### src/mister_frame_settings.svh
// Frame wrapper settings
`ifndef MISTER_FRAME_SETTINGS_SVH
`define MISTER_FRAME_SETTINGS_SVH

// Download indices sent by the HPS with each transfer
`define MF_IDX_ROM      8'd0
`define MF_IDX_CHEAT    8'd16
`define MF_IDX_DIP      8'd254
`define MF_IDX_NVRAM    8'd255

// Download bus widths
`define MF_ADDRW        27
`define MF_IDXW         8

// First status bit of the sync offsets, hoffset below voffset
`define MF_OFFSET_LSB   24

`endif

### src/mister_frame_pkg.sv
// Frame wrapper types
`default_nettype none

`include "mister_frame_settings.svh"

package mister_frame_pkg;

    // Download kind, picked from the HPS index
    typedef enum logic [2:0] {
        ROM,
        CHEAT,
        DIP,
        NVRAM,
        NONE
    } dwnld_kind_e;

    typedef enum logic [1:0] {
        IDLE,
        ACTIVE,
        ROM_WAIT,
        TAIL
    } dwnld_state_e;

    // One HPS download beat
    typedef struct packed {
        logic                    download;
        logic                    wr;
        logic [`MF_IDXW-1:0]     index;
        logic [`MF_ADDRW-1:0]    addr;
        logic [7:0]              dout;
    } hps_xfer_t;

    // Byte as it leaves the controller
    typedef struct packed {
        logic [`MF_ADDRW-1:0]    addr;
        logic [7:0]              dout;
    } ioctl_t;

    typedef struct packed {
        logic hs;
        logic vs;
    } sync_t;

    // Same bit order as status[31:24]
    typedef struct packed {
        logic [3:0] voffset;
        logic [3:0] hoffset;
    } sync_offset_t;

endpackage

`default_nettype wire

### src/cfg_regs.sv
// DIP, cheat and offset registers
`timescale 1ns/100ps
`default_nettype none

`include "mister_frame_settings.svh"

module cfg_regs (
    input  logic                           clk_rom,
    input  logic                           rst,
    input  mister_frame_pkg::ioctl_t       ioctl,
    input  mister_frame_pkg::dwnld_kind_e  kind,
    input  logic                           cfg_we,
    input  logic [31:0]                    status,
    output logic [31:0]                    dipsw,
    output logic [31:0]                    cheat,
    output mister_frame_pkg::sync_offset_t offsets
);
    import mister_frame_pkg::*;

    logic [31:0] dip_q;
    logic [31:0] cheat_q;
    logic        dip_we;
    logic        cheat_we;

    // Little endian, byte lane taken from the address
    function automatic logic [31:0] put_byte(
        input logic [31:0] word,
        input logic [1:0]  lane,
        input logic [7:0]  data
    );
        logic [31:0] res;
        res = word;
        res[lane*8 +: 8] = data;
        return res;
    endfunction

    assign dip_we   = cfg_we && kind == DIP;
    assign cheat_we = cfg_we && kind == CHEAT;

    // New byte shows on the word in the same cycle as the write strobe
    assign dipsw = dip_we ? put_byte(dip_q, ioctl.addr[1:0], ioctl.dout) : dip_q;
    assign cheat = cheat_we ? put_byte(cheat_q, ioctl.addr[1:0], ioctl.dout) : cheat_q;

    always_ff @(posedge clk_rom) begin
        if (rst) begin
            dip_q   <= 32'd0;
            cheat_q <= 32'd0;
        end else begin
            dip_q   <= dipsw;
            cheat_q <= cheat;
        end
    end

    // Sync offsets from the OSD
    always_ff @(posedge clk_rom) begin
        if (rst) begin
            offsets <= '0;
        end else begin
            offsets <= sync_offset_t'(status[`MF_OFFSET_LSB +: 8]);
        end
    end

endmodule

`default_nettype wire

### src/dwnld_ctrl.sv
// Download control FSM
`timescale 1ns/100ps
`default_nettype none

`include "mister_frame_settings.svh"

module dwnld_ctrl (
    input  logic                          clk_rom,
    input  logic                          rst,
    input  mister_frame_pkg::hps_xfer_t   hps,
    input  logic                          prog_rdy,
    input  logic                          dwnld_busy,
    output logic                          hps_wait,
    output logic                          downloading,
    output logic                          ioctl_rom_wr,
    output logic                          ioctl_ram,
    output logic                          ioctl_cheat,
    output mister_frame_pkg::ioctl_t      ioctl,
    output mister_frame_pkg::dwnld_kind_e kind,
    output logic                          cfg_we
);
    import mister_frame_pkg::*;

    dwnld_state_e state;
    dwnld_state_e state_nxt;
    dwnld_kind_e  kind_dec;
    logic         kind_ld;
    logic         wr_ok;

    // Index decode, unknown indices are ignored
    always_comb begin
        case (hps.index)
            `MF_IDX_ROM:   kind_dec = ROM;
            `MF_IDX_CHEAT: kind_dec = CHEAT;
            `MF_IDX_DIP:   kind_dec = DIP;
            `MF_IDX_NVRAM: kind_dec = NVRAM;
            default:       kind_dec = NONE;
        endcase
    end

    // A new download may also start during the busy tail
    assign kind_ld = hps.download && (state == IDLE || state == TAIL);

    // Bytes are only taken while active, never during the ROM wait
    assign wr_ok = hps.wr && hps.download && state == ACTIVE && kind != NONE;

    always_comb begin
        state_nxt = state;
        case (state)
            IDLE: begin
                if (hps.download) begin
                    state_nxt = ACTIVE;
                end
            end
            ACTIVE: begin
                if (wr_ok && kind == ROM) begin
                    state_nxt = ROM_WAIT;
                end else if (!hps.download) begin
                    state_nxt = dwnld_busy ? TAIL : IDLE;
                end
            end
            ROM_WAIT: begin
                if (prog_rdy) begin
                    state_nxt = ACTIVE;
                end
            end
            TAIL: begin
                if (hps.download) begin
                    state_nxt = ACTIVE;
                end else if (!dwnld_busy) begin
                    state_nxt = IDLE;
                end
            end
            default: state_nxt = IDLE;
        endcase
    end

    always_ff @(posedge clk_rom) begin
        if (rst) begin
            state        <= IDLE;
            kind         <= NONE;
            ioctl_rom_wr <= 1'b0;
            cfg_we       <= 1'b0;
        end else begin
            state        <= state_nxt;
            ioctl_rom_wr <= wr_ok && kind == ROM;
            cfg_we       <= wr_ok && (kind == DIP || kind == CHEAT);
            if (kind_ld) begin
                kind <= kind_dec;
            end
        end
    end

    // Address also serves NVRAM transfers
    always_ff @(posedge clk_rom) begin
        if (wr_ok) begin
            ioctl.addr <= hps.addr;
            ioctl.dout <= hps.dout;
        end
    end

    assign hps_wait    = state == ROM_WAIT;
    assign downloading = state != IDLE;
    assign ioctl_ram   = downloading && kind == NVRAM;
    assign ioctl_cheat = downloading && kind == CHEAT;

    // HPS side must hold its strobe while a ROM byte is pending
    assert property (@(posedge clk_rom) disable iff (rst) hps_wait |-> !hps.wr)
        else $error("hps.wr seen while hps_wait is high, byte dropped");

    // Each ROM byte reaches the SDRAM loader as a single pulse
    assert property (@(posedge clk_rom) disable iff (rst) ioctl_rom_wr |=> !ioctl_rom_wr)
        else $error("ioctl_rom_wr high on two consecutive cycles");

endmodule

`default_nettype wire

### src/mister_frame.sv
// MiSTer frame download and sync top
`timescale 1ns/100ps
`default_nettype none

module mister_frame (
    input  logic                           clk_rom,
    input  logic                           rst,
    // HPS download
    input  mister_frame_pkg::hps_xfer_t    hps,
    output logic                           hps_wait,
    // ROM, NVRAM and cheat programming
    output mister_frame_pkg::ioctl_t       ioctl,
    output logic                           ioctl_rom_wr,
    output logic                           ioctl_ram,
    output logic                           ioctl_cheat,
    input  logic                           prog_rdy,
    input  logic                           dwnld_busy,
    output logic                           downloading,
    // Configuration words
    input  logic [31:0]                    status,
    output logic [31:0]                    dipsw,
    output logic [31:0]                    cheat,
    // Video timing
    input  logic                           pxl_cen,
    input  logic                           LHBL,
    input  logic                           LVBL,
    input  mister_frame_pkg::sync_t        sync_in,
    output mister_frame_pkg::sync_t        sync_out
);
    import mister_frame_pkg::*;

    dwnld_kind_e  kind;
    logic         cfg_we;
    sync_offset_t offsets;

    dwnld_ctrl u_dwnld (
        .clk_rom        ( clk_rom        ),
        .rst            ( rst            ),
        .hps            ( hps            ),
        .prog_rdy       ( prog_rdy       ),
        .dwnld_busy     ( dwnld_busy     ),
        .hps_wait       ( hps_wait       ),
        .downloading    ( downloading    ),
        .ioctl_rom_wr   ( ioctl_rom_wr   ),
        .ioctl_ram      ( ioctl_ram      ),
        .ioctl_cheat    ( ioctl_cheat    ),
        .ioctl          ( ioctl          ),
        .kind           ( kind           ),
        .cfg_we         ( cfg_we         )
    );

    cfg_regs u_cfg (
        .clk_rom        ( clk_rom        ),
        .rst            ( rst            ),
        .ioctl          ( ioctl          ),
        .kind           ( kind           ),
        .cfg_we         ( cfg_we         ),
        .status         ( status         ),
        .dipsw          ( dipsw          ),
        .cheat          ( cheat          ),
        .offsets        ( offsets        )
    );

    // Runs on the download clock as well
    sync_resync u_resync (
        .clk_rom        ( clk_rom        ),
        .rst            ( rst            ),
        .pxl_cen        ( pxl_cen        ),
        .LHBL           ( LHBL           ),
        .LVBL           ( LVBL           ),
        .sync_in        ( sync_in        ),
        .offsets        ( offsets        ),
        .sync_out       ( sync_out       )
    );

endmodule

`default_nettype wire

### src/sync_resync.sv
// Video sync resynchronizer
`timescale 1ns/100ps
`default_nettype none

module sync_resync (
    input  logic                           clk_rom,
    input  logic                           rst,
    input  logic                           pxl_cen,
    input  logic                           LHBL,
    input  logic                           LVBL,
    input  mister_frame_pkg::sync_t        sync_in,
    input  mister_frame_pkg::sync_offset_t offsets,
    output mister_frame_pkg::sync_t        sync_out
);
    import mister_frame_pkg::*;

    sync_t       sync_l;
    sync_t       sync_ll;
    logic        cen_l;
    logic        lhbl_l;
    logic        lvbl_l;
    // Index 0 is the rising edge, 1 the falling edge
    logic  [1:0] hs_edge;
    logic  [1:0] vs_edge;
    logic  [1:0] hs_fire;
    logic  [1:0] vs_fire;
    logic  [1:0] hpend;
    logic  [1:0] vpend;
    logic  [3:0] hcnt [2];
    logic  [3:0] vcnt [2];
    logic  [7:0] w_in;
    logic  [7:0] w_out;
    logic        out_hs_l;

    always_ff @(posedge clk_rom) begin
        if (rst) begin
            sync_l  <= '0;
            sync_ll <= '0;
            cen_l   <= 1'b0;
            lhbl_l  <= 1'b1;
            lvbl_l  <= 1'b1;
        end else begin
            sync_l  <= sync_in;
            sync_ll <= sync_l;
            cen_l   <= pxl_cen;
            lhbl_l  <= LHBL;
            lvbl_l  <= LVBL;
        end
    end

    // Edges only count inside blanking
    assign hs_edge[0] = sync_l.hs & ~sync_ll.hs & ~lhbl_l;
    assign hs_edge[1] = ~sync_l.hs & sync_ll.hs & ~lhbl_l;
    assign vs_edge[0] = sync_l.vs & ~sync_ll.vs & ~lvbl_l;
    assign vs_edge[1] = ~sync_l.vs & sync_ll.vs & ~lvbl_l;

    always_comb begin
        for (int e = 0; e < 2; e++) begin
            hs_fire[e] = (hs_edge[e] && offsets.hoffset == 4'd0)
                      || (hpend[e] && cen_l && hcnt[e] == 4'd1);
            // vs moves only on delayed hs rising edges
            vs_fire[e] = hs_fire[0] && ((vs_edge[e] && offsets.voffset == 4'd0)
                                     || (vpend[e] && vcnt[e] == 4'd0));
        end
    end

    always_ff @(posedge clk_rom) begin
        if (rst) begin
            hpend <= 2'b00;
            vpend <= 2'b00;
            for (int e = 0; e < 2; e++) begin
                hcnt[e] <= 4'd0;
                vcnt[e] <= 4'd0;
            end
        end else begin
            for (int e = 0; e < 2; e++) begin
                // Pixel enables left before the hs edge goes out
                if (hs_edge[e]) begin
                    hpend[e] <= offsets.hoffset != 4'd0;
                    hcnt[e]  <= offsets.hoffset;
                end else if (hpend[e] && cen_l) begin
                    hpend[e] <= hcnt[e] != 4'd1;
                    hcnt[e]  <= hcnt[e] - 4'd1;
                end
                // Lines left before the vs edge goes out, a coincident hs edge is line zero
                if (vs_edge[e]) begin
                    vpend[e] <= !vs_fire[e];
                    vcnt[e]  <= (hs_fire[0] && offsets.voffset != 4'd0) ?
                                offsets.voffset - 4'd1 : offsets.voffset;
                end else if (vpend[e] && hs_fire[0]) begin
                    vpend[e] <= vcnt[e] != 4'd0;
                    vcnt[e]  <= vcnt[e] - 4'd1;
                end
            end
        end
    end

    always_ff @(posedge clk_rom) begin
        if (rst) begin
            sync_out <= '0;
            out_hs_l <= 1'b0;
        end else begin
            if (hs_fire[0]) begin
                sync_out.hs <= 1'b1;
            end else if (hs_fire[1]) begin
                sync_out.hs <= 1'b0;
            end
            if (vs_fire[0]) begin
                sync_out.vs <= 1'b1;
            end else if (vs_fire[1]) begin
                sync_out.vs <= 1'b0;
            end
            out_hs_l <= sync_out.hs;
        end
    end

    // Pulse widths in pixel enables, source and delayed
    always_ff @(posedge clk_rom) begin
        if (hs_edge[0]) begin
            w_in <= {7'd0, pxl_cen};
        end else if (sync_l.hs) begin
            w_in <= w_in + {7'd0, pxl_cen};
        end
        if (hs_fire[0]) begin
            w_out <= 8'd0;
        end else if (sync_out.hs) begin
            w_out <= w_out + {7'd0, cen_l};
        end
    end

    assert property (@(posedge clk_rom) disable iff (rst)
        (out_hs_l && !sync_out.hs) |-> (w_out == w_in))
        else $error("delayed hs width %0d differs from source width %0d", w_out, w_in);

endmodule

`default_nettype wire

### config.mk
export PLATFORM = sky130hd
export DESIGN_NAME = mister_frame
export DESIGN_NICKNAME = d
export VERILOG_FILES = /design/src/mister_frame_pkg.sv /design/src/cfg_regs.sv /design/src/dwnld_ctrl.sv /design/src/mister_frame.sv /design/src/sync_resync.sv
export VERILOG_INCLUDE_DIRS = /design/src
export SDC_FILE = /design/constraint.sdc
export NUM_CORES = 1
export LEC_CHECK = 0
export BUFFER_PORTS_ARGS = -buffer_cell sky130_fd_sc_hd__buf_4
export CAP_MARGIN = 40
export CORE_MARGIN = 4
export CORE_UTILIZATION = 45
export CTS_BUF_LIST = sky130_fd_sc_hd__clkbuf_2 sky130_fd_sc_hd__clkbuf_4 sky130_fd_sc_hd__clkbuf_8
export CTS_CLUSTER_DIAMETER = 60
export DETAILED_ROUTE_END_ITERATION = 10
export GPL_TIMING_DRIVEN = 0
export PLACE_DENSITY = 0.68
export SYNTH_ARGS = -nofsm -noshare
export SYNTH_HDL_FRONTEND = slang
export SYNTH_HIERARCHICAL = 1
export SYNTH_SLANG_ARGS = --single-unit
### constraint.sdc
create_clock -name clk_rom -period 4 [get_ports clk_rom]
set_input_delay 0.4 -clock clk_rom [delete_from_list [all_inputs] [get_ports clk_rom]]
set_output_delay 0.4 -clock clk_rom [all_outputs]
set_load 0.05 [all_outputs]
# Yosys cells after proc, flatten, opt, wreduce, memory -nomap -nowiden
# Memory sizes are Yosys's and may differ from the RTL's.
# Cells that the tools add are included.
[op_classes]
n_addsub = 6
n_eq_ne = 18
shift = 2
n_mux = 64
bitwise = 22
reduce_logical = 52
[ops]
columns = ["op", "count"]
rows = [
  ["$bwmux W32", 2],
  ["$mux W32", 2],
  ["$mux W1", 42],
  ["$mux W4", 9],
  ["$neg A5 Y34", 1],
  ["$shift A8 B34 Y32 const A", 1],
  ["$shiftx A8 B34 Y32", 1],
  ["$logic_and A1 B1 Y1", 25],
  ["$sub A4 B1 Y4 const B", 5],
  ["$eq A8 B8 Y1 const B", 2],
  ["$logic_not A4 Y1", 4],
  ["$reduce_bool A4 Y1", 4],
  ["$mux W2", 7],
  ["$reduce_bool A2 Y1", 7],
  ["$pmux W3 S4", 1],
  ["$ne A3 B3 Y1 const B", 3],
  ["$and A1 B1 Y1", 8],
  ["$eq A4 B1 Y1 const B", 2],
  ["$eq A8 B5 Y1 const B", 1],
  ["$logic_not A8 Y1", 1],
  ["$ne A4 B1 Y1 const B", 2],
  ["$or A1 B1 Y1", 8],
  ["$pmux W2 S4", 1],
  ["$eq A3 B2 Y1 const B", 2],
  ["other kinds (11)", 23],
]
[word_totals]
ff_bits = 127
ram_bits = 16
output_inout_bits = 106
elab_cells = 189
memories = 2
[memory_table]
columns = ["name", "words", "word_bits", "rd", "rd_clocked_by_memory_dff", "write_ports", "line", "source"]
rows = [
  ["u_resync.hcnt", 2, 4, 2, 0, 2, "sync_resync.sv:29", "logic [3:0] hcnt [2];"],
  ["u_resync.vcnt", 2, 4, 2, 0, 2, "sync_resync.sv:30", "logic [3:0] vcnt [2];"],
]

# Depth between registers and ports, before layout
[depth]
word_depth = 11
mapped_depth = 7
depth_no_buf = 7

# Cells and area by module
# Netlist, hierarchy kept.
[by_module_without_submodules]
columns = ["mod", "n_inst", "cells_each", "area_per_inst_um2"]
rows = [
  ["cfg_regs", 1, 361, 3736.1],
  ["sync_resync", 1, 166, 1681.6],
  ["dwnld_ctrl", 1, 91, 1532.7],
]

# Worst setup path after synthesis
# OpenSTA, ideal clock, no wires.
[synth_path]
path_type = "reg-to-reg"
from = "register u_dwnld.state[1]"
to = "register u_dwnld/ioctl[0] (netlist name)"
arrival_ns = 2.488
slack_ns = 1.073
path_stages_with_launch = 5
path_buffers = 0
path_cell_list = "dfxtp_1 > inv_1 > ha_1 > nand3_1 > a21oi_1"
[synth_via]
elab_chain_len = 3
[synth_rtl]
columns = ["element", "line", "source"]
rows = [
  ["start: declaration", "dwnld_ctrl.sv:24", "dwnld_state_e state;"],
  ["start signal: assignment", "dwnld_ctrl.sv:85", "state <= state_nxt;"],
  ["$eq A2 B1 Y1", "dwnld_ctrl.sv:45", "assign wr_ok = hps.wr && hps.download && state == ACTIVE && kind != NONE;"],
  ["$logic_and A1 B1 Y1 (2 in a row)", "dwnld_ctrl.sv:45", ""],
  ["net u_dwnld.wr_ok", "dwnld_ctrl.sv:28", "logic wr_ok;"],
]
# The timed path passes the listed nets, and every way through them passes these cells.
# A chain may end at the register's enable or synchronous reset.

# Worst setup path in the final report
[layout_path]
from = "register u_dwnld/ioctl[8] (netlist name)"
to = "output dipsw[23]"
[layout_via]
elab_chain_len = 4
elab_cells_between_ends = 5
cone_classes = "add/sub (1); shift (2); mux (2)"
[layout_rtl]
columns = ["element", "line", "source"]
rows = [
  ["$neg A5 Y34 (*)", "cfg_regs.sv:33", "res[lane*8 +: 8] = data;"],
  ["$shiftx A8 B34 Y32 or $shift A8 B34 Y32 (tied branches)", "cfg_regs.sv:33", ""],
  ["$bwmux W32 (*)", "cfg_regs.sv:33", ""],
  ["$mux W32 (*)", "cfg_regs.sv:41", "assign dipsw = dip_we ? put_byte(dip_q, ioctl.addr[1:0], ioctl.dout) : dip_q;"],
  ["end: declaration", "mister_frame.sv:21", "output logic [31:0] dipsw,"],
]
# Mark *: on every way between the ends. The rest lies on a longest branch, timed or not.

==> impl_metrics.csv <==
group,metric,value,unit
finish,drive_above_1_share,0.3447,
die,core_area,15150,sq um
synthesis,synthArstFlopShare,0,
setup_path,end_kind,"output port",
timing,clock_skew,0.01165,ns
hold_path,worstHoldEndpoint,"u_dwnld/ioctl[25]",
synthesis,yosysWarnings,6,
timing,slew_violations,0,
die,pin_count,192,
finish,synthToLayoutAreaGrowth,27.31,%
grt,first_global_vias,5652,
detailed_routing,vias,5429,
synthesis,synth_edf_count,51,
setup_path,crit_type,"reg2out",
pwr,p_leak,3.682,nW
clock_tree,cts_tree,"built",
placed_design,portBuffers,167,
die,initial_core_util,0.4589,
grt,grt_first_pass_wirelength,29140,um
finish,fill_cells,1290,
clock_tree,cts.reportedPaths.clkPinSlew,0.09,ns
setup_path,worst_r2r_path_depth,7,
timing,fin_tns_setup,0,ns
detailed_routing,drc,0,
synthesis,syn_area,6950,sq um
grt,grt.overflow.total,0,
detailed_routing,via_per_inst,5.397,
grt,track_usage,0.2097,
detailed_routing,firstDrtPassIters,6,
detailed_routing,drtIter0Drc,250,
timing,fmax,314.7,MHz
hold_path,holdPathStages,1,
hold_path,worstHoldPathType,"in2reg",
pwr,p_per_area,326.5,nW/um^2
detailed_routing,drt_wl_total,18420,um
placed_design,dp.cells,974,
synthesis,syn_inst,618,
synthesis,synthDistinctLibCells,67,
timing,finalCritPeriodShare,0.7944,
timing,rsz0062_at_grt,"false",
hold_path,hp-start,"hps[25]",
detailed_routing,routedWlPerCell,18.31,um
clock_tree,clk-insertion-delay-late,0.46,ns
die,die_w,132.3,um
setup_path,crit_fanout,10,
finish,fin_cells,1006,
clock_tree,cts_resized,0,
synthesis,syn_avg_cell_area,11.25,sq um
setup_path,timing.rr.end,"u_resync/vcnt[1][3]",
placed_design,post_dp_cell_area,8478,sq um
die,die_h,132.3,um
outcome,status,"complete, no violations",
die,die_area,17500,sq um
timing,tightestPinTransition,0.7928,ns
clock_tree,clock_sinks,143,
synthesis,netlist.area_leader.share,0.2650,
clock_tree,postCtsSetupRepairBufs,0,
synthesis,ys_seq_area_frac,0.4853,
finish,antenna_cells,0,
finish,final_cell_area,8848,sq um
clock_tree,cts_hold_buf,0,
clock_tree,numCtsBuffers,17,
setup_path,critPathLaunchType,"register",
placed_design,gp_congestion,0.8193,
setup_path,crit-reg2reg-launch,"u_resync/hcnt[0][1]",
clock_tree,htreeDepth,4,
finish,nets,909,
timing,relSlewSlack,0.4703,
synthesis,synth_nets,722,
setup_path,rrSetupSlack,1.79,ns
timing,finalHoldViolations,0,
placed_design,dp_hpwl,13640,um
die,rows,45,
timing,setup_violations,0,
grt,grt_max_degree,26,
job,maxCapViolCount,0,
grt,antenna_found_initial,0,
clock_tree,clock_path_buffers,2,
pwr,ir_drop,0.0002512,V
synthesis,yosysTopAreaCell,"dfxtp_1",
synthesis,ys_ff_latch,143,
setup_path,cp.required,3.60,ns
timing,min_period,3.178,ns
clock_tree,cts_root_buffer,"clkbuf_8",
setup_path,crit_arrival,2.78,ns
detailed_routing,ant_nets,0,
synthesis,synth_ff_type,"dfxtp_1",
synthesis,synth_area_leaders,"dfxtp_1 (26%), edfxtp_1 (22%), mux2i_1 (6.8%), nand2_1 (4.7%), mux2_2 (3.7%)",
[logic make-up (layout without fill, tap and decap cells)]
kind of cell / after synthesis / in the layout / share of synthesized area
buffers and inverters: 47 / 247 / 0.03654
flip-flops: 143 / 143 / 0.4853
multiplexers: 92 / 92 / 0.1455
AO/OA/AOI/OAI: 84 / 84 / 0.1023
AND/OR/NAND/NOR: 221 / 221 / 0.1816
XOR/XNOR: 13 / 13 / 0.01638
adder cells (fa/ha/maj): 18 / 18 / 0.03240
[cell type report]
type	instances	area, sq um	share of cell area
Multi-Input combinational cell	428	3334	0.3768
Sequential cell	143	3373	0.3812
Timing Repair Buffer	168	1281	0.1448
Inverter	19	71.32	0.008060
Tap cell	188	235.2	0.02658
Clock buffer	17	234.0	0.02644
Clock inverter	15	136.4	0.01541
Buffer	28	182.7	0.02064
[metrics by stage]
step                power [W]  setup WS, ns  hold slack, ns  utilization
finish               0.002889        0.8223          0.1076       0.5842
global route         0.003019        0.6325         0.05919       0.5842
CTS                  0.002917        0.7894         0.07876       0.5842
detailed placement   0.001827         1.295          0.4467       0.5598
global placement     0.001815        0.3193          0.4389       0.5572
floorplan            0.001725         1.073          0.4306            -
[metal layers]
metal	share of wire	wire, um	vias to the layer above	GRT usage
met3	0.062	1133	31	0.06221
met5	0	0	-	0
met4	0.017	319	0	0.06697
met1	0.43	7943	2587	0.2599
met2	0.49	9023	198	0.3526
li1	-	-	2613	-
[sequential cells by signal, summed over array words and instances, names as in the netlist, 2 cells and up]
signal and cells:
u_cfg/cheat_q 32, u_resync/sync_ll 2, u_resync/hpend 2, u_resync/sync_out 2, u_cfg/offsets 8, u_dwnld/ioctl 35
u_resync/hcnt 8, u_resync/vpend 2, u_resync/vcnt 8, u_dwnld/kind 3, u_resync/sync_l 2, u_dwnld/state 2
u_cfg/dip_q 32
[critical path, cell delays in order, from the launching register on]
cell	delay [ns]
edfxtp_1	0.56
inv_1	0.14
ha_1	0.35
nor4b_4	0.56
buf_6	0.21
and2_1	0.14
mux2_1	0.15
buf_4	0.20
[worst max-delay path by stage]
stage,startpoint,endpoint,slack (ns)
6_report,u_dwnld/ioctl[8],dipsw[23],0.82
5_1_grt,u_dwnld/ioctl[8],dipsw[23],0.63
4_1_cts,u_dwnld/ioctl[8],dipsw[23],0.79
3_5_place_dp,u_dwnld/ioctl[8],dipsw[23],1.30
3_3_place_gp,u_dwnld/state[1],u_dwnld/ioctl[13],0.32
2_1_floorplan,u_dwnld/state[1],u_dwnld/ioctl[0],1.07
[Yosys cell counts (all sizes together) (11+ instances only)]
master / count
and2: 30
nand2: 89
dfxtp: 92
a22o: 20
inv: 19
edfxtp: 51
nand3: 13
a32o: 22
a21oi: 13
mux2: 45
buf: 18
xnor2: 11
nor2: 23
mux2i: 47
ha: 18
nor2b: 25
[placed cells by master (no fill, tap or decap), drive strengths merged, types with 13 or more instances in the layout]
cell type  synthesis  routed
and2              30      30
nand2             89      89
nand3             13      13
nor2b             25      25
ha                18      18
inv               19      30
nor2              23      23
edfxtp            51      51
mux2              45      45
a32o              22      22
a21oi             13      13
clkbuf            10      27
dfxtp             92      92
buf               18     186
a22o              20      20
mux2i             47      47
[power by group]
| part | switching [W] | internal [W] |
|---|---|---|
| Combinational | 0.000134 | 0.000103 |
| Clock | 0.000638 | 0.000458 |
| Sequential | 0.0000277 | 0.00153 |
Power figures use the tool's default switching activity.
